<file path="src/logic/soc_pkg.sv">
// shared address map, widths and bus types, imported by every module of the host memory side
package soc_pkg;

  // host port
  localparam int unsigned ADDR_W = 32;
  localparam int unsigned DATA_W = 32;
  localparam int unsigned SEL_W  = 4;

  // address regions, top nibble of the host address
  localparam int unsigned REGION_W = 4;
  localparam logic [REGION_W-1:0] REGION_MEM  = 4'd0;
  localparam logic [REGION_W-1:0] REGION_TLB  = 4'd1;
  localparam logic [REGION_W-1:0] REGION_MBOX = 4'd2;

  // translation, 1 KiB pages
  localparam int unsigned PAGE_OFFSET_W = 10;
  localparam int unsigned VPN_W         = 18;
  localparam int unsigned PPN_W         = 2;
  localparam int unsigned TLB_ENTRIES   = 4;
  localparam int unsigned TLB_IDX_W     = 2;

  // L2, word interleaved over the banks
  localparam int unsigned N_BANKS    = 4;
  localparam int unsigned BANK_SEL_W = 2;
  localparam int unsigned BANK_WORDS = 256;
  localparam int unsigned BANK_IDX_W = 8;

  // host mailbox
  localparam int unsigned MBOX_DEPTH = 8;
  localparam int unsigned MBOX_PTR_W = 3;
  localparam int unsigned MBOX_CNT_W = 4;

  typedef struct packed {
    logic              cyc;
    logic              stb;
    logic              we;
    logic [ADDR_W-1:0] adr;
    logic [SEL_W-1:0]  sel;
    logic [DATA_W-1:0] dat;
  } wb_req_t;

  typedef struct packed {
    logic              ack;
    logic              err;
    logic [DATA_W-1:0] dat;
  } wb_rsp_t;

  typedef struct packed {
    logic                  stb;
    logic                  we;
    logic [BANK_IDX_W-1:0] idx;
    logic [SEL_W-1:0]      sel;
    logic [DATA_W-1:0]     wdata;
  } l2_req_t;

  typedef struct packed {
    logic              ack;
    logic [DATA_W-1:0] rdata;
  } l2_rsp_t;

  // stored as the low bits of a config data word
  typedef struct packed {
    logic             valid;
    logic [VPN_W-1:0] vpn;
    logic [PPN_W-1:0] ppn;
  } tlb_entry_t;

  localparam int unsigned TLB_ENTRY_W = $bits(tlb_entry_t);

  typedef struct packed {
    logic [REGION_W-1:0]      region;
    logic [VPN_W-1:0]         vpn;
    logic [PAGE_OFFSET_W-1:0] offset;
  } host_mem_addr_t;

  typedef struct packed {
    logic [REGION_W-1:0]                  region;
    logic [ADDR_W-REGION_W-TLB_IDX_W-3:0] unused;
    logic [TLB_IDX_W-1:0]                 idx;
    logic [1:0]                           byte_ofs;
  } host_cfg_addr_t;

  typedef union packed {
    host_mem_addr_t mem;
    host_cfg_addr_t cfg;
  } host_addr_u;

endpackage

</file>
<file path="src/logic/host_decoder.sv">
// host port region decoder, routes each Wishbone access and merges the target answers
`timescale 1ns/1ns

module host_decoder import soc_pkg::*; (
  input  logic                  clk_i,
  input  logic                  reset_i,
  // host side
  input  wb_req_t               wb_req_i,
  output wb_rsp_t               wb_rsp_o,
  // translation table, memory and config regions
  output wb_req_t               tlb_req_o,
  output logic                  tlb_cfg_o,
  input  wb_rsp_t               tlb_rsp_i,
  // mailbox region
  output wb_req_t               mbox_req_o,
  input  wb_rsp_t               mbox_rsp_i,
  // bank answers for translated memory accesses
  input  l2_rsp_t [N_BANKS-1:0] bank_rsp_i
);

  host_addr_u addr;
  logic       is_mem;
  logic       is_tlb;
  logic       is_mbox;
  logic       unmapped;
  logic       unmapped_err_q;
  logic       bank_ack;

  assign addr = wb_req_i.adr;

  // region decode
  assign is_mem   = (addr.mem.region == REGION_MEM);
  assign is_tlb   = (addr.cfg.region == REGION_TLB);
  assign is_mbox  = (addr.mem.region == REGION_MBOX);
  assign unmapped = ~(is_mem | is_tlb | is_mbox);

  // the table serves both the memory and its own config region
  always_comb begin
    tlb_req_o     = wb_req_i;
    tlb_req_o.stb = wb_req_i.stb & (is_mem | is_tlb);
  end

  assign tlb_cfg_o = is_tlb;

  always_comb begin
    mbox_req_o     = wb_req_i;
    mbox_req_o.stb = wb_req_i.stb & is_mbox;
  end

  // nobody lives here, answer err one cycle later
  always_ff @(posedge clk_i) begin
    if (reset_i) begin
      unmapped_err_q <= 1'b0;
    end else begin
      unmapped_err_q <= wb_req_i.cyc & wb_req_i.stb & unmapped & ~unmapped_err_q;
    end
  end

  // one ack per access, so at most one bank acks at a time
  always_comb begin
    bank_ack = 1'b0;
    for (int n = 0; n < N_BANKS; n++) begin
      bank_ack = bank_ack | bank_rsp_i[n].ack;
    end
  end

  always_comb begin
    wb_rsp_o.ack = tlb_rsp_i.ack | mbox_rsp_i.ack | bank_ack;
    wb_rsp_o.err = tlb_rsp_i.err | mbox_rsp_i.err | unmapped_err_q;
  end

  // read data from whichever target acked
  always_comb begin
    wb_rsp_o.dat = '0;
    if (tlb_rsp_i.ack) begin
      wb_rsp_o.dat = tlb_rsp_i.dat;
    end
    if (mbox_rsp_i.ack) begin
      wb_rsp_o.dat = mbox_rsp_i.dat;
    end
    for (int n = 0; n < N_BANKS; n++) begin
      if (bank_rsp_i[n].ack) begin
        wb_rsp_o.dat = bank_rsp_i[n].rdata;
      end
    end
  end

endmodule

</file>
<file path="config.mk">
export PLATFORM = sky130hd
export DESIGN_NAME = host_decoder
export DESIGN_NICKNAME = d
export VERILOG_FILES = /design/src/logic/soc_pkg.sv /design/src/logic/host_decoder.sv
export SDC_FILE = /design/constraint.sdc
export NUM_CORES = 1
export LEC_CHECK = 0
export BUFFER_PORTS_ARGS = -buffer_cell sky130_fd_sc_hd__buf_4
export CAP_MARGIN = 20
export CELL_PAD_IN_SITES_DETAIL_PLACEMENT = 0
export CELL_PAD_IN_SITES_GLOBAL_PLACEMENT = 1
export CORE_AREA = 2 2 175 177
export DETAILED_ROUTE_END_ITERATION = 7
export DIE_AREA = 0 0 177 179
export GPL_ROUTABILITY_DRIVEN = 0
export PLACE_DENSITY = 0.57
export SKIP_LAST_GASP = 1
export SLEW_MARGIN = 10
export SYNTH_ARGS = -nofsm -noshare
export SYNTH_HDL_FRONTEND = slang
export SYNTH_SLANG_ARGS = --single-unit
</file>
<file path="constraint.sdc">
create_clock -name clk_i -period 0.8 [get_ports clk_i]
set_input_delay 0.04 -clock clk_i [delete_from_list [all_inputs] [get_ports clk_i]]
set_output_delay 0.04 -clock clk_i [all_outputs]
set_load 0.02 [all_outputs]
</file>
Yosys cells after proc, flatten, opt, wreduce, memory -nomap -nowiden
Cells that the tools add are included.
W data, S select, Z words.
{ "word_totals": {"elab_cells": 26, "output_inout_bits": 177, "reg_bits": 1} }
{ "op_classes": {"eq_ne": 2, "n_reduce_logical": 1, "bitwise_logic": 16, "n_mux": 6} }
{ "op_table": {"columns": ["operator", "n"], "rows": [
  ["$mux W32", 6],
  ["$or A1 B1 Y1", 9],
  ["$and A1 B1 Y1", 5],
  ["$eq A4 B1 Y1 const B", 1],
  ["$eq A4 B2 Y1 const B", 1],
  ["$logic_not A4 Y1", 1],
  ["$not A1 Y1", 2]
]} }

Logic depth before layout (Yosys ltp)
{ "depth": {"depth_word": 6, "mapped_depth": 5} }

Least setup slack after synthesis
No wires, ideal clock.
{ "synth_timing": {"path_type": "in2out", "startpoint": "in mbox_rsp_i[33] in the netlist's numbering", "endpoint": "out wb_rsp_o[10] in the netlist's numbering", "t_required_ps": 760, "arrival_ps": 924, "slack_ps": -164, "n_path_buf": 2, "cell_stages": 5, "cell_sequence": "buf_4 nor2b_4 buf_4 a221oi_1 o22ai_1"} }
{ "synth_rtl": {"columns": ["element", "line", "source"], "rows": [
  ["from (decl)", "host_decoder.sv:16", "input wb_rsp_t mbox_rsp_i,"],
  ["to (decl)", "host_decoder.sv:9", "output wb_rsp_t wb_rsp_o,"]
]} }

==> run metrics <==
status finished, violations left; failing checks negative setup slack; Netlist cell types 25; final slew viol count 0; syn avg cell area 7.311 um2; final WL 17.65 mm; P_leak 2.200 nW; Post-Syn Instances 351; crit end category primary output; Worst R2R Setup Slack 0.13 ns; max reg flops 1; drt wl/cell 20.04 um; Min-Delay Path Class in2out; die width 177 um; max_cap viols 0; Fin. Hold Viols 0; largest net degree at the start of global routing 34; crit path kind in2out; CORE AREA 30030 um2; Nets 760; Post-Place Worst Slack -0.5442 ns; Internal 0.001943 W; Inserted Diodes 0; beginning of the worst hold path wb_req_i[10]; vias in the first global route 3557; I/O pin count 450; WP data arrival 1.13 ns; Psw 0.001611 W; Final ANT Viol Nets 0; met2 Use GR 17.82%; initial core utilization 8.546%; worst-path maximum fanout 6; Cell Area, Synth 2566 um2; Post-synth EDFFs 0; Power Density 633.3 nW/um2; drt first pass iters 4; P&R area growth vs syn 118.7%; Async SR Flop Fraction 0%; Total GRT Usage 9.771%; RSZ-0062 raised after global routing true; Least-Margin Pin Slew 0.3715 ns; Fin Clk Skew 0 ns; most frequent cells in the layout buf_4, buf_6, nor2_1; Critical Path Start Type input port; number of warnings issued by yosys 0; setup TNS -10.03 ns; syn_nets 624; M3 GR Usage 2.311%; most common cell after layout, fill and taps aside buf_4; Synth Register Bits 1; Max-slew headroom 75.23%; Rows 64; ys flop type dfxtp_1; DRC 0; Port Buf Inserts 254; reg2reg end unmapped_err_q; share of cells above drive strength 1 87.01%; die height 179 um; global-route wire length before repair 22.63 mm; logic gate share of total power 98.5%; worst setup margin -0.3682 ns; dpl hpwl 12.96 mm; Clk pwr share 0%; CP endpoint wb_rsp_o[27]; Period minus WS final 1.168 ns; worst skew pair latency 0 ns; Peak Freq 0.8560 GHz; switching share of power 45.33%; Setup crit start bank_rsp_i[65]; Worst Path Required 0.76 ns; Crit Reg-Reg Startpoint unmapped_err_q; R2R cell count 1; utilization after layout 18.69%; global route hottest layer met2; grt ovf 0; via count 3466; Final Setup Violations 33; die area 31680 um2; largest registers unmapped_err_q x1; period utilisation layout 146.0%; sequential share of the synthesized area 0.7801%; Via density 3.934; 1st-iter DRT viols 63; initial antenna violation count 1; register with the most flip-flops unmapped_err_q; share of power burned in registers 1.5%; Max IR drop VDD 209.7 uV; GR Layer Usage met1 10.97%
## cell families (layout without fill, tap and decap cells)
group           Yosys count  in the layout  synth area share [%]
buf+inv                 176            310                 49.29
simple gates             44             44                 8.631
compound gates          130            130                 41.30
flops                     1              1                0.7801
## stage by stage
stage | instance area (um2) | hold WS (ns) | total power, W | instances
after CTS | 5180 | 0.08020 | 0.003271 | 879
after detailed placement | 4403 | 0.08020 | 0.002724 | 863
after global placement | 4403 | 0.08020 | 0.002726 | 863
final | 5612 | 0.08001 | 0.003554 | 881
after global routing | 5612 | 0.08004 | 0.003753 | 881
after floorplan | 2853 | 0.1173 | 0.002142 | 351
## power by group through the flow
stage | logic, W | registers [W] | clock network (W)
after global routing | 0.00370 | 0.0000542 | 0
after floorplan | 0.00209 | 0.0000535 | 0
after global placement | 0.00267 | 0.0000540 | 0
after detailed placement | 0.00267 | 0.0000539 | 0
final | 0.00350 | 0.0000541 | 0
after CTS | 0.00322 | 0.0000540 | 0
## worst min path at each step
stage	endpoint	slack [ns]	cells past startpoint
3_3_place_gp	mbox_req_o[49]	0.08	0
3_5_place_dp	mbox_req_o[49]	0.08	0
6_report	tlb_req_o[10]	0.08	0
2_1_floorplan	unmapped_err_q	0.12	1
4_1_cts	mbox_req_o[49]	0.08	0
5_1_grt	mbox_req_o[57]	0.08	0
## critical path: stages
cell      delay [ns]
buf_6           0.09
nor2b_4         0.12
buf_8           0.13
buf_12          0.15
a221oi_4        0.29
o22ai_2         0.13
buf_6           0.15
## synth_stat cells, drive strengths merged (2+ instances only)
cell / n / area share [%]
o22ai: 30 / 7.3
inv: 2 / 0.29
nor4b: 2 / 0.68
nor2: 31 / 4.8
buf: 172 / 49
a221oi: 62 / 21
nor4: 3 / 0.73
nand2: 3 / 0.44
clkbuf: 2 / 0.29
nor2b: 2 / 1.1
o221ai: 32 / 11
## final cells by class
class / instances / area, um2
Fill cell: 3369 / 24420
Inverter: 2 / 10.01
Multi-Input combinational cell: 174 / 2277
Sequential cell: 1 / 20.02
Tap cell: 396 / 495.5
Timing Repair Buffer: 308 / 2809
## what timing repair did
item,4_1_cts,5_1_grt
buffers inserted,12,2
endpoints found under the setup margin,34,34
resized for setup,96,55
cloned,4,2
hold buffers,0,0
pin swaps,29,24
## per-layer routing
metal,up-vias,share of wire (%)
li1,1518,-
met3,68,8.1
met1,1663,37
met5,-,0
met4,0,4.0
met2,217,51
Note: power is estimated with default switching activity, not from simulation.
