===== src/logic/soc_pkg.sv =====
// shared address map, widths and bus types, imported by every module of the host memory side
package soc_pkg;

  // host port
  localparam int unsigned ADDR_W = 32;
  localparam int unsigned DATA_W = 32;
  localparam int unsigned SEL_W  = 4;

  // address regions, top nibble of the host address
  localparam int unsigned REGION_W = 4;
  localparam logic [REGION_W-1:0] REGION_MEM  = 4'd0;
  localparam logic [REGION_W-1:0] REGION_TLB  = 4'd1;
  localparam logic [REGION_W-1:0] REGION_MBOX = 4'd2;

  // translation, 1 KiB pages
  localparam int unsigned PAGE_OFFSET_W = 10;
  localparam int unsigned VPN_W         = 18;
  localparam int unsigned PPN_W         = 2;
  localparam int unsigned TLB_ENTRIES   = 4;
  localparam int unsigned TLB_IDX_W     = 2;

  // L2, word interleaved over the banks
  localparam int unsigned N_BANKS    = 4;
  localparam int unsigned BANK_SEL_W = 2;
  localparam int unsigned BANK_WORDS = 256;
  localparam int unsigned BANK_IDX_W = 8;

  // host mailbox
  localparam int unsigned MBOX_DEPTH = 8;
  localparam int unsigned MBOX_PTR_W = 3;
  localparam int unsigned MBOX_CNT_W = 4;

  typedef struct packed {
    logic              cyc;
    logic              stb;
    logic              we;
    logic [ADDR_W-1:0] adr;
    logic [SEL_W-1:0]  sel;
    logic [DATA_W-1:0] dat;
  } wb_req_t;

  typedef struct packed {
    logic              ack;
    logic              err;
    logic [DATA_W-1:0] dat;
  } wb_rsp_t;

  typedef struct packed {
    logic                  stb;
    logic                  we;
    logic [BANK_IDX_W-1:0] idx;
    logic [SEL_W-1:0]      sel;
    logic [DATA_W-1:0]     wdata;
  } l2_req_t;

  typedef struct packed {
    logic              ack;
    logic [DATA_W-1:0] rdata;
  } l2_rsp_t;

  // stored as the low bits of a config data word
  typedef struct packed {
    logic             valid;
    logic [VPN_W-1:0] vpn;
    logic [PPN_W-1:0] ppn;
  } tlb_entry_t;

  localparam int unsigned TLB_ENTRY_W = $bits(tlb_entry_t);

  typedef struct packed {
    logic [REGION_W-1:0]      region;
    logic [VPN_W-1:0]         vpn;
    logic [PAGE_OFFSET_W-1:0] offset;
  } host_mem_addr_t;

  typedef struct packed {
    logic [REGION_W-1:0]                  region;
    logic [ADDR_W-REGION_W-TLB_IDX_W-3:0] unused;
    logic [TLB_IDX_W-1:0]                 idx;
    logic [1:0]                           byte_ofs;
  } host_cfg_addr_t;

  typedef union packed {
    host_mem_addr_t mem;
    host_cfg_addr_t cfg;
  } host_addr_u;

endpackage


===== src/logic/host_mailbox.sv =====
// host mailbox FIFO, push on write and pop on read, irq while it holds data
`timescale 1ns/1ns

module host_mailbox import soc_pkg::*; (
  input  logic    clk_i,
  input  logic    reset_i,
  input  wb_req_t req_i,
  output wb_rsp_t rsp_o,
  output logic    irq_o
);

  logic [DATA_W-1:0]     fifo_q [MBOX_DEPTH];
  logic [MBOX_PTR_W-1:0] wr_ptr_q;
  logic [MBOX_PTR_W-1:0] rd_ptr_q;
  logic [MBOX_CNT_W-1:0] count_q;
  logic                  req_valid;
  logic                  full;
  logic                  empty;
  logic                  push;
  logic                  pop;
  logic                  ack_q;
  logic                  err_q;
  logic [DATA_W-1:0]     dat_q;

  assign req_valid = req_i.cyc & req_i.stb & ~(ack_q | err_q);
  assign full      = (count_q == MBOX_CNT_W'(MBOX_DEPTH));
  assign empty     = (count_q == '0);
  assign push      = req_valid & req_i.we & ~full;
  assign pop       = req_valid & ~req_i.we & ~empty;

  // pointers wrap naturally at depth 8
  always_ff @(posedge clk_i) begin
    if (reset_i) begin
      wr_ptr_q <= '0;
      rd_ptr_q <= '0;
      count_q  <= '0;
      ack_q    <= 1'b0;
      err_q    <= 1'b0;
    end else begin
      wr_ptr_q <= wr_ptr_q + MBOX_PTR_W'(push);
      rd_ptr_q <= rd_ptr_q + MBOX_PTR_W'(pop);
      count_q  <= count_q + MBOX_CNT_W'(push) - MBOX_CNT_W'(pop);
      ack_q    <= push | pop;
      err_q    <= req_valid & ~push & ~pop;
    end
  end

  always_ff @(posedge clk_i) begin
    if (push) begin
      fifo_q[wr_ptr_q] <= req_i.dat;
    end
    if (pop) begin
      dat_q <= fifo_q[rd_ptr_q];
    end
  end

  assign rsp_o.ack = ack_q;
  assign rsp_o.err = err_q;
  assign rsp_o.dat = dat_q;
  assign irq_o     = ~empty;

endmodule


===== config.mk =====
export PLATFORM = sky130hd
export DESIGN_NAME = host_mailbox
export DESIGN_NICKNAME = d
export VERILOG_FILES = /design/src/logic/soc_pkg.sv /design/src/logic/host_mailbox.sv
export SDC_FILE = /design/constraint.sdc
export NUM_CORES = 1
export LEC_CHECK = 0
export BUFFER_PORTS_ARGS = -buffer_cell sky130_fd_sc_hd__buf_4
export CAP_MARGIN = 25
export CORE_ASPECT_RATIO = 1.4
export CORE_UTILIZATION = 45
export CTS_CLUSTER_SIZE = 8
export DETAILED_ROUTE_END_ITERATION = 6
export PLACE_DENSITY = 0.66
export SLEW_MARGIN = 20
export SYNTH_ARGS = -nofsm -noshare
export SYNTH_HDL_FRONTEND = slang
export SYNTH_SLANG_ARGS = --single-unit

===== constraint.sdc =====
create_clock -name clk_i -period 8.2 [get_ports clk_i]
set_clock_uncertainty 0.05 [all_clocks]
set_input_delay 1.64 -clock clk_i [delete_from_list [all_inputs] [get_ports clk_i]]
set_output_delay 1.64 -clock clk_i [all_outputs]
set_load 0.05 [all_outputs]

Yosys cells after proc, flatten, opt, wreduce, memory -nomap -nowiden

Memories as Yosys holds them, arrays and structs flattened. A register that Yosys moved wholly into a read port is not among the register bits.
Cells that the tools add are included.

$add $sub $neg: 4
Equal/unequal tests: 1
Multiplexer cells: 2
Bitwise gates (word level): 16
Reduce and logical (&&, ||, !) cells: 1

Operators by type and width:

| operator                              | count |
|---|---|
| AND 1 bit                             | 8 |
| adder 3 x 1 -> 3 bit                  | 2 |
| inverter 1 bit                        | 6 |
| adder 4 x 1 -> 4 bit                  | 1 |
| == test 4 bit (second input constant) | 1 |
| zero test 4 bit                       | 1 |
| subtractor 4 x 1 -> 4 bit             | 1 |
| two-way mux 1 bit                     | 2 |
| bitwise OR 1 bit                      | 2 |

Flip-flop bits (word level): 12
Memory bits (writable): 256
Output and inout bits: 35
Logic and storage cells: 30
Memories: 1

Memory list:

| name   | depth | width | read ports | clocked after memory_dff | write ports | RTL line           | source |
|---|---|---|---|---|---|---|---|
| fifo_q | 8     | 32    | 1          | 1                        | 1           | host_mailbox.sv:12 | `logic [DATA_W-1:0] fifo_q [MBOX_DEPTH];` |

Logic depth before layout (Yosys ltp)

Depth in word-level cells: 8
Depth in mapped cells: 9
Gate-level depth less buffers: 9

Worst setup path after synthesis

OpenSTA, ideal clock, no wires.

Path type: input -> register
From: in req_i[69] (netlist bit)
To: mem fifo_q[0][0] (enable)
Arrival time: 5.246 ns
Path slack: 2.402 ns
Stages: 3
Cell sequence: nor4bb_1 -> nand3_1 -> nor4_1

Longest elaborated chain between the ends: 6

Ends and longest elaborated chain:

| what                                    | RTL line           | source |
|---|---|---|
| start, declared                         | host_mailbox.sv:7  | `input wb_req_t req_i,` |
| AND 1 bit (2 in a row)                  | host_mailbox.sv:25 | `assign req_valid = req_i.cyc & req_i.stb & ~(ack_q \| err_q);` |
| AND 1 bit (2 in a row)                  | host_mailbox.sv:28 | `assign push = req_valid & req_i.we & ~full;` |
| two-way mux 1 bit                       | host_mailbox.sv:49 | `if (push) begin` |
| two-way mux 1 bit (implied by the code) | host_mailbox.sv:50 | `fifo_q[wr_ptr_q] <= req_i.dat;` |
| end, declared                           | host_mailbox.sv:12 |  |

Every way passes these cells.

Worst setup path after layout

From: in req_i[69] (netlist bit)
To: mem fifo_q[3][20] (enable)

The elaborated chain is that of the path after synthesis.

==> impl_results.rst <==
.. list-table::
   :header-rows: 1

   * - Metric
     - Value
   * - Outcome
     - finished, final reports clean
   * - Highest Clock Rate
     - 0.276 GHz
   * - Adder-cell share of the synthesized area
     - 0.0117
   * - Number of vias per cell after detailed routing
     - 5.47
   * - Final sum of negative setup slack
     - 0 ns
   * - Crit share post-route
     - 0.443
   * - Floorplan core area
     - 0.0247 mm²
   * - Root buffer cell
     - clkbuf_16
   * - Class of the tightest hold or removal check
     - reg2reg
   * - Combinational share of power
     - 0.063
   * - Estimated wirelength of the detail-placed design
     - 10.8 mm
   * - Total track usage
     - 0.168
   * - Main combinational cell family by area after synthesis
     - multiplexers
   * - Maximum vdd ir drop
     - 133 µV
   * - DRC viols
     - 0
   * - Post-route worst hold slack
     - 0.594 ns
   * - Final antenna diode count
     - 0
   * - 1st-iter DRT viols
     - 273
   * - Count of cell types in the netlist
     - 32
   * - Final-stage net count
     - 666
   * - Total via count after detailed routing
     - 4957
   * - Slew Limit Fails
     - 0
   * - Global-route wire length before repair
     - 31.2 mm
   * - Post-Synthesis Cells
     - 476
   * - Required time reported for the critical path endpoint
     - 8.30 ns
   * - Fraction of synthesis flops using an asynchronous set or reset pin
     - 0
   * - Flip-flop and latch count after synthesis
     - 300
   * - Fraction of the mapped netlist area in simple logic gates
     - 0.0175
   * - Layout cell share with drive strength beyond 1
     - 0.372
   * - Cell Area, Synth
     - 0.0114 mm²
   * - Vias in the first global route
     - 5448
   * - Hold path cells
     - 2
   * - Die Footprint
     - 0.0259 mm²
   * - Worst slew margin relative to its limit
     - 0.365
   * - R2R depth
     - 4
   * - Overflow left after global routing
     - 0
   * - Cell row count
     - 68
   * - Number of hold-slack violations in the final timing report
     - 0
   * - Number of antenna violations at the first check in global routing
     - 0
   * - Synth Area in XOR/XNOR
     - 0.00231
   * - H-tree levels
     - 2
   * - Nature of the critical path endpoint
     - register
   * - Clock share of power
     - 0.439
   * - Max Cap Violations
     - 0
   * - RePlAce Congestion
     - 0.712
   * - Largest net degree at the start of global routing
     - 66
   * - Proportion of synthesized chip area in sequential cells
     - 0.783
   * - Final min period
     - 3.63 ns
   * - Post-synthesis compound-gate area fraction
     - 0.00165
   * - Sort of element at the start of the critical path
     - primary input
   * - Avg Cell Area, Syn
     - 23.8 µm²
   * - Total wire length
     - 20.5 mm
   * - TritonCTS clock tree
     - built
   * - Pin slew with the least headroom to its limit
     - 0.953 ns
   * - Die H
     - 190 µm
   * - Layout area overhead
     - 18.4%
   * - Mapped Nets
     - 559
   * - Die width
     - 136 µm
   * - Yosys warning count
     - 0
   * - Multiplexer share of the synthesized area
     - 0.169
   * - Switching part of the total
     - 0.206
   * - Maximum root-to-sink buffer count
     - 3
   * - Sw Pwr
     - 0.000720 W
   * - Post-route ant nets
     - 0
   * - Internal power
     - 0.00277 W
   * - Power density cells
     - 260 mW/mm²
   * - Critical path type
     - in2reg
   * - Number of input and output port buffers inserted
     - 71
   * - Clock edge transition at the registers on the reported setup and hold paths
     - 0.05 ns
   * - Clock buffers created by TritonCTS
     - 43
   * - RSZ-0062 raised after global routing
     - no
   * - Power share of the sequential group
     - 0.497
   * - Power, Total
     - 0.00349 W
   * - TritonCTS Sinks
     - 300
   * - Drt pass-1 iters
     - 4
   * - Main synth FF type
     - edfxtp_1
   * - Number of instances resized during post-cts repair
     - 0
   * - Number of enable-type register cells in the synthesized netlist
     - 288
   * - Skew-Pair Late Insertion Delay
     - 0.52 ns
   * - Data arrival time of the worst path
     - 3.73 ns
   * - Endpoints failing setup
     - 0
   * - Total of hold buffers inserted after clock tree synthesis
     - 0
   * - CP Max Fanout
     - 25
   * - Pleak
     - 4.37 nW
   * - Initial core utilization
     - 0.460
   * - Top-level port count
     - 108
   * - Mean routed wirelength per cell
     - 22.6 µm
   * - Post-CTS Setup Repair Bufs
     - 0
==> Yosys cell counts (all sizes together) (2+ instances only) <==
cell type | number | share of area
ha | 9 | 0.0099
nand2b | 3 | 0.0017
nor2b | 6 | 0.0033
inv | 5 | 0.0017
nor3 | 7 | 0.0031
nand3 | 3 | 0.0013
nor2 | 10 | 0.0033
buf | 18 | 0.013
mux2 | 32 | 0.034
xnor2 | 3 | 0.0023
clkbuf | 3 | 0.00099
edfxtp | 288 | 0.76
a21oi | 2 | 0.00088
mux4 | 64 | 0.13
dfxtp | 12 | 0.021
==> layout make-up <==
| cell class | count | area (µm²) |
|---|---|---|
| clock inverters | 4 | 56.3 |
| well taps | 315 | 394 |
| clock buffers | 50 | 1100 |
| repair buffers | 83 | 623 |
| inverters | 5 | 18.8 |
| fillers | 1846 | 11200 |
| multi-input cells | 150 | 2340 |
| flip-flops and latches | 300 | 8900 |
==> flip-flops by register name (all words and copies together) (netlist names) <==
name and flops:
ack_q 1, count_q 4, dat_q 32, err_q 1, fifo_q 256, rd_ptr_q 3
wr_ptr_q 3
==> final timing paths <==
check / startpoint / to / slack, ns
worst min-delay path: count_q[0] / ack_q / 0.59
worst min register to register: count_q[0] / ack_q / 0.59
worst max-delay path: req_i[69] / fifo_q[3][20] / 4.57
worst max register to register: err_q / fifo_q[3][20] / 5.45
==> critical path, cell delays in order <==
cell and delay [ns]:
buf_4 0.08, nor4bb_1 0.39, nand3_1 0.31, nor3_2 0.74, buf_4 0.54
==> power by group through the flow <==
stage	clock, W	combinational, W	sequential (W)
after floorplan	0	0.000116	0.00179
after global placement	0	0.000213	0.00176
after detailed placement	0	0.000223	0.00176
after CTS	0.00156	0.000224	0.00174
after global routing	0.00163	0.000239	0.00174
final	0.00153	0.000221	0.00174
==> routing by layer <==
layer | part of all wire | track usage | up-vias
met5 | 0 | 0 | -
met4 | 0.022 | 0.0658 | 0
met3 | 0.042 | 0.0320 | 32
met2 | 0.54 | 0.297 | 110
met1 | 0.39 | 0.199 | 2613
li1 | - | - | 2202
==> placed cells by master, fill, tap and decap left out, drive strengths merged, types with 2 or more instances in the layout <==
cell type,netlist,final
edfxtp,288,288
buf,18,83
mux4,64,64
clkbuf,3,50
mux2,32,32
dfxtp,12,12
nor2,10,10
ha,9,9
inv,5,8
nor3,7,7
nor2b,6,6
nand3,3,3
nand2b,3,3
xnor2,3,3
a21oi,2,2
==> cell families after synthesis <==
family                   after synthesis
buffers and inverters                 26
multiplexers                          97
AO/OA/AOI/OAI                          3
flip-flops                           300
adder cells (fa/ha/maj)               10
XOR/XNOR                               3
AND/OR/NAND/NOR                       37
==> metrics by stage <==
step / area, µm² / worst slack, ns / utilization / cells
final: 13400 / 4.57 / 0.545 / 907
after global routing: 13400 / 4.47 / 0.545 / 907
after global placement: 12300 / 3.84 / 0.497 / 852
after detailed placement: 12300 / 4.01 / 0.498 / 853
after floorplan: 11400 / 2.40 / - / 476
after CTS: 13400 / 4.54 / 0.545 / 907
Note: power is estimated with default switching activity, not from simulation.
