`src/logic/soc_pkg.sv`:
```
// shared address map, widths and bus types, imported by every module of the host memory side
package soc_pkg;

  // host port
  localparam int unsigned ADDR_W = 32;
  localparam int unsigned DATA_W = 32;
  localparam int unsigned SEL_W  = 4;

  // address regions, top nibble of the host address
  localparam int unsigned REGION_W = 4;
  localparam logic [REGION_W-1:0] REGION_MEM  = 4'd0;
  localparam logic [REGION_W-1:0] REGION_TLB  = 4'd1;
  localparam logic [REGION_W-1:0] REGION_MBOX = 4'd2;

  // translation, 1 KiB pages
  localparam int unsigned PAGE_OFFSET_W = 10;
  localparam int unsigned VPN_W         = 18;
  localparam int unsigned PPN_W         = 2;
  localparam int unsigned TLB_ENTRIES   = 4;
  localparam int unsigned TLB_IDX_W     = 2;

  // L2, word interleaved over the banks
  localparam int unsigned N_BANKS    = 4;
  localparam int unsigned BANK_SEL_W = 2;
  localparam int unsigned BANK_WORDS = 256;
  localparam int unsigned BANK_IDX_W = 8;

  // host mailbox
  localparam int unsigned MBOX_DEPTH = 8;
  localparam int unsigned MBOX_PTR_W = 3;
  localparam int unsigned MBOX_CNT_W = 4;

  typedef struct packed {
    logic              cyc;
    logic              stb;
    logic              we;
    logic [ADDR_W-1:0] adr;
    logic [SEL_W-1:0]  sel;
    logic [DATA_W-1:0] dat;
  } wb_req_t;

  typedef struct packed {
    logic              ack;
    logic              err;
    logic [DATA_W-1:0] dat;
  } wb_rsp_t;

  typedef struct packed {
    logic                  stb;
    logic                  we;
    logic [BANK_IDX_W-1:0] idx;
    logic [SEL_W-1:0]      sel;
    logic [DATA_W-1:0]     wdata;
  } l2_req_t;

  typedef struct packed {
    logic              ack;
    logic [DATA_W-1:0] rdata;
  } l2_rsp_t;

  // stored as the low bits of a config data word
  typedef struct packed {
    logic             valid;
    logic [VPN_W-1:0] vpn;
    logic [PPN_W-1:0] ppn;
  } tlb_entry_t;

  localparam int unsigned TLB_ENTRY_W = $bits(tlb_entry_t);

  typedef struct packed {
    logic [REGION_W-1:0]      region;
    logic [VPN_W-1:0]         vpn;
    logic [PAGE_OFFSET_W-1:0] offset;
  } host_mem_addr_t;

  typedef struct packed {
    logic [REGION_W-1:0]                  region;
    logic [ADDR_W-REGION_W-TLB_IDX_W-3:0] unused;
    logic [TLB_IDX_W-1:0]                 idx;
    logic [1:0]                           byte_ofs;
  } host_cfg_addr_t;

  typedef union packed {
    host_mem_addr_t mem;
    host_cfg_addr_t cfg;
  } host_addr_u;

endpackage

```
`src/logic/host_tlb.sv`:
```
// host address translation table, configured over the host port, steering hits to the L2 banks
`timescale 1ns/1ns

module host_tlb import soc_pkg::*; (
  input  logic                  clk_i,
  input  logic                  reset_i,
  input  wb_req_t               req_i,
  input  logic                  cfg_i,
  output wb_rsp_t               rsp_o,
  output l2_req_t [N_BANKS-1:0] bank_req_o
);

  host_addr_u        addr;
  tlb_entry_t        entry_q [TLB_ENTRIES];
  logic              req_valid;
  logic              hit;
  logic [PPN_W-1:0]  hit_ppn;
  logic [BANK_SEL_W-1:0] bank_sel;
  logic [BANK_IDX_W-1:0] word_idx;
  logic              ack_q;
  logic              err_q;
  logic [DATA_W-1:0] dat_q;

  assign addr = req_i.adr;

  // no second answer while our own ack or err is up
  assign req_valid = req_i.cyc & req_i.stb & ~(ack_q | err_q);

  // parallel compare, walk downwards so the lowest index wins
  always_comb begin
    hit     = 1'b0;
    hit_ppn = '0;
    for (int i = TLB_ENTRIES - 1; i >= 0; i--) begin
      if (entry_q[i].valid && entry_q[i].vpn == addr.mem.vpn) begin
        hit     = 1'b1;
        hit_ppn = entry_q[i].ppn;
      end
    end
  end

  // physical address is {ppn, offset}, bank from bits 3:2, word from 11:4
  assign bank_sel = addr.mem.offset[BANK_SEL_W+1:2];
  assign word_idx = {hit_ppn, addr.mem.offset[PAGE_OFFSET_W-1:BANK_SEL_W+2]};

  always_comb begin
    for (int n = 0; n < N_BANKS; n++) begin
      bank_req_o[n].stb   = req_valid & ~cfg_i & hit & (bank_sel == BANK_SEL_W'(n));
      bank_req_o[n].we    = req_i.we;
      bank_req_o[n].idx   = word_idx;
      bank_req_o[n].sel   = req_i.sel;
      bank_req_o[n].wdata = req_i.dat;
    end
  end

  // config writes, byte selects ignored
  always_ff @(posedge clk_i) begin
    if (reset_i) begin
      for (int i = 0; i < TLB_ENTRIES; i++) begin
        entry_q[i] <= '0;
      end
    end else if (req_valid && cfg_i && req_i.we) begin
      entry_q[addr.cfg.idx] <= tlb_entry_t'(req_i.dat[TLB_ENTRY_W-1:0]);
    end
  end

  // config ack and miss err, one cycle after the request
  always_ff @(posedge clk_i) begin
    if (reset_i) begin
      ack_q <= 1'b0;
      err_q <= 1'b0;
    end else begin
      ack_q <= req_valid & cfg_i;
      err_q <= req_valid & ~cfg_i & ~hit;
    end
  end

  // entry read back, zero extended
  always_ff @(posedge clk_i) begin
    if (req_valid && cfg_i) begin
      dat_q <= DATA_W'(entry_q[addr.cfg.idx]);
    end
  end

  always_comb begin
    rsp_o.ack = ack_q;
    rsp_o.err = err_q;
    rsp_o.dat = dat_q;
  end

endmodule

```
`config.mk`:
```
export PLATFORM = sky130hd
export DESIGN_NAME = host_tlb
export DESIGN_NICKNAME = d
export VERILOG_FILES = /design/src/logic/soc_pkg.sv /design/src/logic/host_tlb.sv
export SDC_FILE = /design/constraint.sdc
export NUM_CORES = 1
export LEC_CHECK = 0
export ABC_AREA = 0
export BUFFER_PORTS_ARGS = -buffer_cell sky130_fd_sc_hd__buf_2
export CELL_PAD_IN_SITES_DETAIL_PLACEMENT = 1
export CELL_PAD_IN_SITES_GLOBAL_PLACEMENT = 1
export CORE_MARGIN = 10
export CORE_UTILIZATION = 34
export CTS_BUF_LIST = sky130_fd_sc_hd__clkbuf_4
export DETAILED_ROUTE_END_ITERATION = 8
export PLACE_DENSITY_LB_ADDON = 0.1
export SLEW_MARGIN = 20
export SYNTH_ARGS = -nofsm -noshare
export SYNTH_HDL_FRONTEND = slang
export SYNTH_SLANG_ARGS = --single-unit
```
`constraint.sdc`:
```
create_clock -name clk_i -period 2.6 [get_ports clk_i]
set_input_delay 0.26 -clock clk_i [delete_from_list [all_inputs] [get_ports clk_i]]
set_output_delay 0.26 -clock clk_i [all_outputs]
set_load 0.1 [all_outputs]
```
* Word level (Yosys, flattened, before mapping)
Memory sizes are Yosys's and may differ from the RTL's. A register that Yosys moved wholly into a read port is not among the register bits. Index checks and enable logic that the tools add are counted.
Word-level totals: bits of input ports 74, RAM bits 84, flip-flop bits (word level) 2, memories 1, memory bits (read-only) 0, word-level logic and storage cells 48, latch bits 0
Memories:
- entry_q | words 4, width 21, read ports 5, clocked after memory_dff 1, wr ports 4, RTL line host_tlb.sv:14 | tlb_entry_t entry_q [TLB_ENTRIES];
Operators by class: add/sub/neg operators 0, muxes and demuxes 16, order comparisons 0, bitwise gates (word level) 14, shifts and indexed selects 0, equality and inequality tests 7, $mul 0, divide/modulo/power cells 0, reduce and logical (&&, ||, !) cells 8
Operator list (count):
- equality test 18 bit | 4
- two-way mux 21 bit | 1
- OR reduction 21 bit | 1
- bitwise AND 1 bit | 10
- two-way mux 1 bit | 10
- two-way mux 2 bit | 5
- logical AND 1 bit | 6
- equality test 2 bit, second input constant | 2
- inverter 1 bit | 3
- equality test 2 x 1 -> 1 bit, second input constant | 1
- zero test 2 bit | 1
- bitwise OR 1 bit | 1

* Logic depth before layout (Yosys ltp)
Gate-level depths: netlist of run 1.
word-level depth 10, mapped depth 7, gate-level depth less buffers 5

* Least setup slack after synthesis of run 1
No wires, ideal clock.
kind reg2out, from memory entry_q[0][17] in the netlist's numbering, to output port bank_req_o[134] in the netlist's numbering, slack -2.426 ns, data required time 2.340 ns, arrival time 4.766 ns, cell stages (with the launch flop) 7, cell sequence edfxtp_1 > xnor2_2 > nand4_1 > or4_4 > o22a_4 > a311oi_1 > buf_4
RTL lines:
- start, declared | RTL line host_tlb.sv:14
- end, declared | RTL line host_tlb.sv:10 | output l2_req_t [N_BANKS-1:0] bank_req_o

==> impl_metrics.py, run 1 <==
metrics = {
    "run_status": {
        "status": "complete, but fails checks",
        "failed_checks": "setup timing",
    },
    "sta": {
        "worst_pin_slew_ps": 715,
        "setup_slack_ps": -512,
        "slew_headroom_pct": 52.3,
        "drv_slew": 0,
        "hold_ws_ps": 113,
        "period_share_pct": 120,
        "rsz0062_at_grt": "true",
        "max_clock_freq_ghz": 0.321,
        "hold_viol": 0,
        "finalSetupViolCount": 12,
        "min_period_ps": 3110,
        "fin_skew_ps": 18.5,
    },
    "cts": {
        "cts_buffer_depth": 2,
        "cts_tree": "built",
        "h-tree-depth": 3,
        "clkSlewWorstSetupHoldPaths_ps": 170,
        "insertion_delay_ps": 490,
        "clkSinkCount": 107,
        "cts_buffers": 9,
        "clockRootBuffer": "clkbuf_4",
    },
    "worst_setup_path": {
        "r2r_setup_slack_ps": 480,
        "cp-startpoint": "entry_q[0][7]$_SDFFCE_PN0P_",
        "critPathLaunchType": "register",
        "endpoint_kind": "primary output",
        "cp.required_ps": 2340,
        "path_class": "reg2out",
        "reg2reg_from": "entry_q[0][7]$_SDFFCE_PN0P_",
        "cp_max_fo": 4,
        "worstSetupEndpoint": "bank_req_o[43]",
        "arrival_ps": 2850,
        "reg2regPathDepth": 6,
        "timing.rr.end": "err_q$_SDFF_PP0_",
    },
    "logic_synthesis": {
        "ys_seq_area_share_pct": 46.4,
        "synth_top_area_share_pct": 45.8,
        "ys_warn_count": 0,
        "syn_area_um2": 6880,
        "synth_top_area_cell": "edfxtp_1",
        "synth.distinct_cells": 39,
        "synth.area.top_cells": "edfxtp_1, buf_4, xnor2_1, mux4_2, and2_1",
        "synth-seq-cells": 107,
        "synth_cells": 575,
        "syn_avg_cell_area_um2": 12.0,
    },
    "place": {
        "io_buffers": 169,
        "dp_cells": 831,
        "place.gp.congestion": 0.764,
        "hpwlAfterDp_um": 14300,
    },
    "global_routing": {
        "gr-usage-all-layers_pct": 14.6,
        "antenna_found_initial": 1,
        "grt_pass1_wl_um": 28200,
        "grt_pass1_vias": 4372,
        "grt_max_degree": 25,
        "overflow": 0,
    },
    "die": {
        "die_area_um2": 26300,
        "start_util_pct": 35.0,
        "ioPinCount": 292,
        "dieWidth_um": 162,
        "core_um2": 19700,
        "die_y_um": 162,
        "row_count": 51,
    },
    "final_layout": {
        "area_delta_synth_final_pct": 6.55,
        "nets": 654,
        "fillCellCount": 2155,
        "layout_commonest_cell": "buf_2",
        "drive_above_1_share_pct": 46.7,
        "multi_input_area_um2": 2270,
        "fin_cells": 851,
        "ff_latch_area_um2": 3190,
        "final_util_pct": 37.3,
        "mostFrequentLayoutCells": "buf_2, edfxtp_1, and2_1",
    },
    "drt": {
        "vias_per_cell": 4.51,
        "drt_wl_total_um": 19400,
        "firstDrtPassIters": 4,
        "drc_errors": 0,
        "final_antenna_net_count": 0,
        "vias": 3835,
        "drtIter0Drc": 182,
        "wire_per_inst_um": 22.8,
    },
    "power_and_ir_drop": {
        "p_leak_uw": 0.00283,
        "ir_drop_uv": 200,
        "cellPowerDensity_nw_per_um2": 555,
    },
    "job": {
        "max_cap_violations": 0,
    },
    "worst_hold_path": {
        "hold_class": "in2reg",
    },
}
[per-layer routing]
layer | global-route usage, % | share of wire (%) | wire (um)
met2 | 26.3 | 53 | 10300
met3 | 3.69 | 5.4 | 1060
met5 | 0 | 0 | 0
met1 | 16.7 | 41 | 7920
met4 | 4.01 | 0.94 | 183
[through the flow]
| step | instance area, um2 | TNS (ps) | total power (uW) | setup slack, ps |
|---|---|---|---|---|
| 3_3_place_gp | 7030 | -255 | 3210 | -54.2 |
| 6_report | 7330 | -6000 | 4070 | -512 |
| 5_1_grt | 7330 | -7270 | 4210 | -634 |
| 3_5_place_dp | 7030 | -592 | 3220 | -86.7 |
| 4_1_cts | 7260 | -6200 | 4100 | -525 |
| 2_1_floorplan | 7020 | -4890 | 3670 | -614 |
[how the worst min path moves through the flow]
stage | endpoint | from | cells after the start
floorplan | ack_q$_SDFF_PP0_ | reset_i | 1
global placement | bank_req_o[117] | req_i[25] | 0
detailed placement | bank_req_o[117] | req_i[25] | 0
CTS | entry_q[0][13]$_SDFFCE_PN0P_ | req_i[13] | 2
global route | entry_q[2][0]$_SDFFCE_PN0P_ | req_i[0] | 2
finish | entry_q[2][0]$_SDFFCE_PN0P_ | req_i[0] | 2
[cell type report]
class                   count  share of cell area, %
flip-flops and latches    107                   43.6
multi-input cells         251                   30.9
repair buffers            207                   19.0
well taps                 265                   4.52
clock buffers              10                   1.02
clock inverters             6                  0.768
inverters                   4                  0.205
diodes                      1                 0.0341
[Yosys cell counts]
library cell  instances
clkbuf_1             18
o32ai_1               1
nand4_1              16
a41o_1                1
or4_1                 1
nand3_1               6
nand3b_1              1
and3b_1               1
buf_2                 6
xnor2_2               4
xor2_1                3
and3_1                2
nand2b_1              2
a22oi_1               1
nor3_1                2
nor2_1               15
and4_1                1
a311oi_1              1
nor2b_1               1
and3_2                1
nand4b_1              1
o2111ai_1             2
or2_2                 4
and2_1               70
dfxtp_1               2
inv_1                 4
nand2_1               5
a2111oi_0             1
buf_4               192
or4_4                 2
edfxtp_1            105
xnor2_1              65
buf_6                 7
a32oi_1               1
nor4_1                3
o22a_4                1
mux4_2               21
a211oi_1              4
conb_1                1
[sequential cells by signal (all words and copies together) (netlist names)]
name,cells
ack_q,1
dat_q,21
entry_q,84
err_q,1
[logic make-up (layout without fill, tap and decap cells)]
family / after synthesis / after routing / share of synthesized area (%)
xor+xnor: 72 / 72 / 9.60
flops: 107 / 107 / 46.4
simple gates: 134 / 134 / 11.6
mux: 21 / 21 / 6.87
buf+inv: 227 / 227 / 23.7
compound gates: 13 / 13 / 1.71
other cells: 1 / 12 / 0.0545
[repair_timing]
action                     4_1_cts  5_1_grt
pin swaps                        8        5
hold buffers                     1        0
setup buffers                    1        1
resized for setup               14        8
setup endpoints to repair       12       12
hold endpoints to repair         1        0
[worst max-delay path, stage by stage (launching register included)]
cell,delay [ps]
edfxtp_1,460
xnor2_2,240
nand4_1,180
or4_4,560
o22a_4,270
buf_6,120
a32oi_4,190
buf_12,170
buf_12,170
[power by group]
| group | total, uW | leakage (uW) | switching [uW] | internal, uW |
|---|---|---|---|---|
| clock | 888 | 0.0000736 | 591 | 297 |
| sequential | 1990 | 0.00109 | 37.9 | 1960 |
| combinational | 1180 | 0.00167 | 949 | 235 |
Note: power is estimated with default switching activity, not from simulation.
==> inputs of run 2 (changes only) <==
--- a/config.mk
+++ b/config.mk
@@ -7,13 +7,11 @@
 export LEC_CHECK = 0
 export ABC_AREA = 0
 export BUFFER_PORTS_ARGS = -buffer_cell sky130_fd_sc_hd__buf_2
-export CELL_PAD_IN_SITES_DETAIL_PLACEMENT = 1
-export CELL_PAD_IN_SITES_GLOBAL_PLACEMENT = 1
 export CORE_MARGIN = 10
-export CORE_UTILIZATION = 34
+export CORE_UTILIZATION = 45
 export CTS_BUF_LIST = sky130_fd_sc_hd__clkbuf_4
 export DETAILED_ROUTE_END_ITERATION = 8
-export PLACE_DENSITY_LB_ADDON = 0.1
+export PLACE_DENSITY = 0.79
 export SLEW_MARGIN = 20
 export SYNTH_ARGS = -nofsm -noshare
 export SYNTH_HDL_FRONTEND = slang
==> impl_metrics.py, run 2 (synthesis results as in run 1) <==
metrics = {
    "cts": {
        "clockRootBuffer": "clkbuf_4",
        "cts_tree": "built",
        "clkSlewWorstSetupHoldPaths_ps": 150,
        "h-tree-depth": 3,
        "cts_buffer_depth": 2,
        "cts_buffers": 9,
        "clkSinkCount": 107,
        "insertion_delay_ps": 470,
        "holdBufCountCts": 0,
    },
    "global_routing": {
        "antenna_found_initial": 1,
        "grt_pass1_wl_um": 24600,
        "grt_pass1_vias": 4370,
        "grt_max_degree": 25,
        "overflow": 0,
        "gr-usage-all-layers_pct": 16.1,
    },
    "sta": {
        "hold_viol": 0,
        "slew_headroom_pct": 55.1,
        "worst_pin_slew_ps": 673,
        "period_share_pct": 119,
        "min_period_ps": 3090,
        "rsz0062_at_grt": "true",
        "setup_slack_ps": -490,
        "fin_skew_ps": 23.9,
        "finalSetupViolCount": 12,
        "drv_slew": 0,
        "max_clock_freq_ghz": 0.324,
        "fin_setup_tns_ps": -5550,
    },
    "drt": {
        "vias_per_cell": 5.15,
        "drtIter0Drc": 347,
        "vias": 3915,
        "drt_wl_total_um": 16800,
        "firstDrtPassIters": 5,
        "wire_per_inst_um": 22.1,
        "final_antenna_net_count": 0,
        "drc_errors": 0,
    },
    "final_layout": {
        "top_register": "entry_q",
        "largestRegisters": "entry_q (84), dat_q (21)",
        "area_delta_synth_final_pct": 2.69,
        "final_util_pct": 46.8,
        "fillCellCount": 1356,
        "mostFrequentLayoutCells": "buf_2, edfxtp_1, and2_1",
        "largest_reg_flops": 84,
        "nets": 640,
        "layout_commonest_cell": "buf_2",
        "drive_above_1_share_pct": 44.1,
    },
    "die": {
        "die_area_um2": 20600,
        "row_count": 45,
        "start_util_pct": 45.6,
        "core_um2": 15100,
        "ioPinCount": 292,
        "die_y_um": 144,
        "dieWidth_um": 144,
    },
    "worst_setup_path": {
        "max_stage_delay_ps": 540,
        "endpoint_kind": "primary output",
        "critPathLaunchType": "register",
        "cp_max_fo": 4,
        "reg2regPathDepth": 6,
        "arrival_ps": 2830,
        "path_class": "reg2out",
        "cp.required_ps": 2340,
        "cp_cell_sequence": "xnor2_1 > nand4_1 > or4_4 > a2111oi_1 > buf_4 > a311oi_4 > buf_12 > buf_12",
        "cp_slowest_cell": "or4_4",
        "path_common_cell": "buf_12",
    },
    "run_status": {
        "failed_checks": "setup timing",
        "status": "complete, but fails checks",
    },
    "worst_hold_path": {
        "hold_class": "in2reg",
        "holdPathStages": 2,
    },
    "power_and_ir_drop": {
        "cellPowerDensity_nw_per_um2": 561,
        "ir_drop_uv": 224,
        "p_leak_uw": 0.00274,
        "p_total_uw": 3960,
    },
    "place": {
        "hpwlAfterDp_um": 12600,
        "io_buffers": 169,
        "place.gp.congestion": 0.926,
    },
    "job": {
        "max_cap_violations": 0,
    },
}
-- run 2: cell count changes in the layout (fill, tap and decap cells not counted), sizes merged --
cell	change
clkbuf	+1
clkinvlp	-1
buf	-13
dlygate4sd3	-1
-- run 2: power breakdown --
part / internal (uW) / leakage [uW] / switching (uW) / total (uW)
registers: 1960 / 0.00109 / 37.9 / 1990
clock network: 304 / 0.0000710 / 520 / 824
logic: 215 / 0.00158 / 929 / 1140
-- run 2: worst max-delay path: cells and delay by family (launching register included) --
family | cells | cell delay (ps)
AOI/OAI and AO/OA | 2 | 450
xor gates and xnor gates | 1 | 270
and+or+nand+nor | 2 | 670
DFF | 1 | 440
buffers and inverters | 3 | 530
-- run 2: per-layer routing --
| metal | GRT usage [%] | wire [um] | up-vias |
|---|---|---|---|
| li1 | - | - | 1741 |
| met1 | 17.5 | 6060 | 1886 |
| met2 | 29.2 | 8770 | 245 |
| met3 | 3.86 | 1540 | 43 |
| met4 | 6.93 | 436 | 0 |
| met5 | 0 | 0 | - |
-- run 2: through the flow --
stage	cells	instance area, um2	hold slack (ps)	worst slack [ps]
final	760	7070	35.3	-490
after floorplan	585	7020	332	-614
after CTS	759	7050	5.89	-463
after global routing	760	7070	24.7	-552
after detailed placement	740	6810	522	-93.4
after global placement	740	6810	514	-31.2
-- run 2: path summary, 6_finish.rpt --
kind	from	endpoint	slack, ps
setup reg to reg	entry_q[0][3]$_SDFFCE_PN0P_	err_q$_SDFF_PP0_	500
setup / recovery	entry_q[1][12]$_SDFFCE_PN0P_	bank_req_o[180]	-490
hold reg to reg	entry_q[3][0]$_DFFE_PP_	dat_q[0]$_DFFE_PN_	690
hold / removal	reset_i	ack_q$_SDFF_PP0_	40
-- run 2: cell type report --
cell class / count / area, um2 / share of cell area [%]
flip-flops and latches: 107 / 3190 / 45.2
clock inverters: 5 / 45.0 / 0.638
multi-input cells: 251 / 2240 / 31.7
inverters: 4 / 15.0 / 0.213
clock buffers: 11 / 82.6 / 1.17
repair buffers: 193 / 1250 / 17.8
diodes: 1 / 2.50 / 0.0354
well taps: 188 / 235 / 3.33
-- run 2: repair_timing --
item	in CTS	in global routing
endpoints found under the setup margin	12	12
pin swaps	10	0
resized for setup	13	2
hold endpoints to repair	0	0
setup buffers	3	0
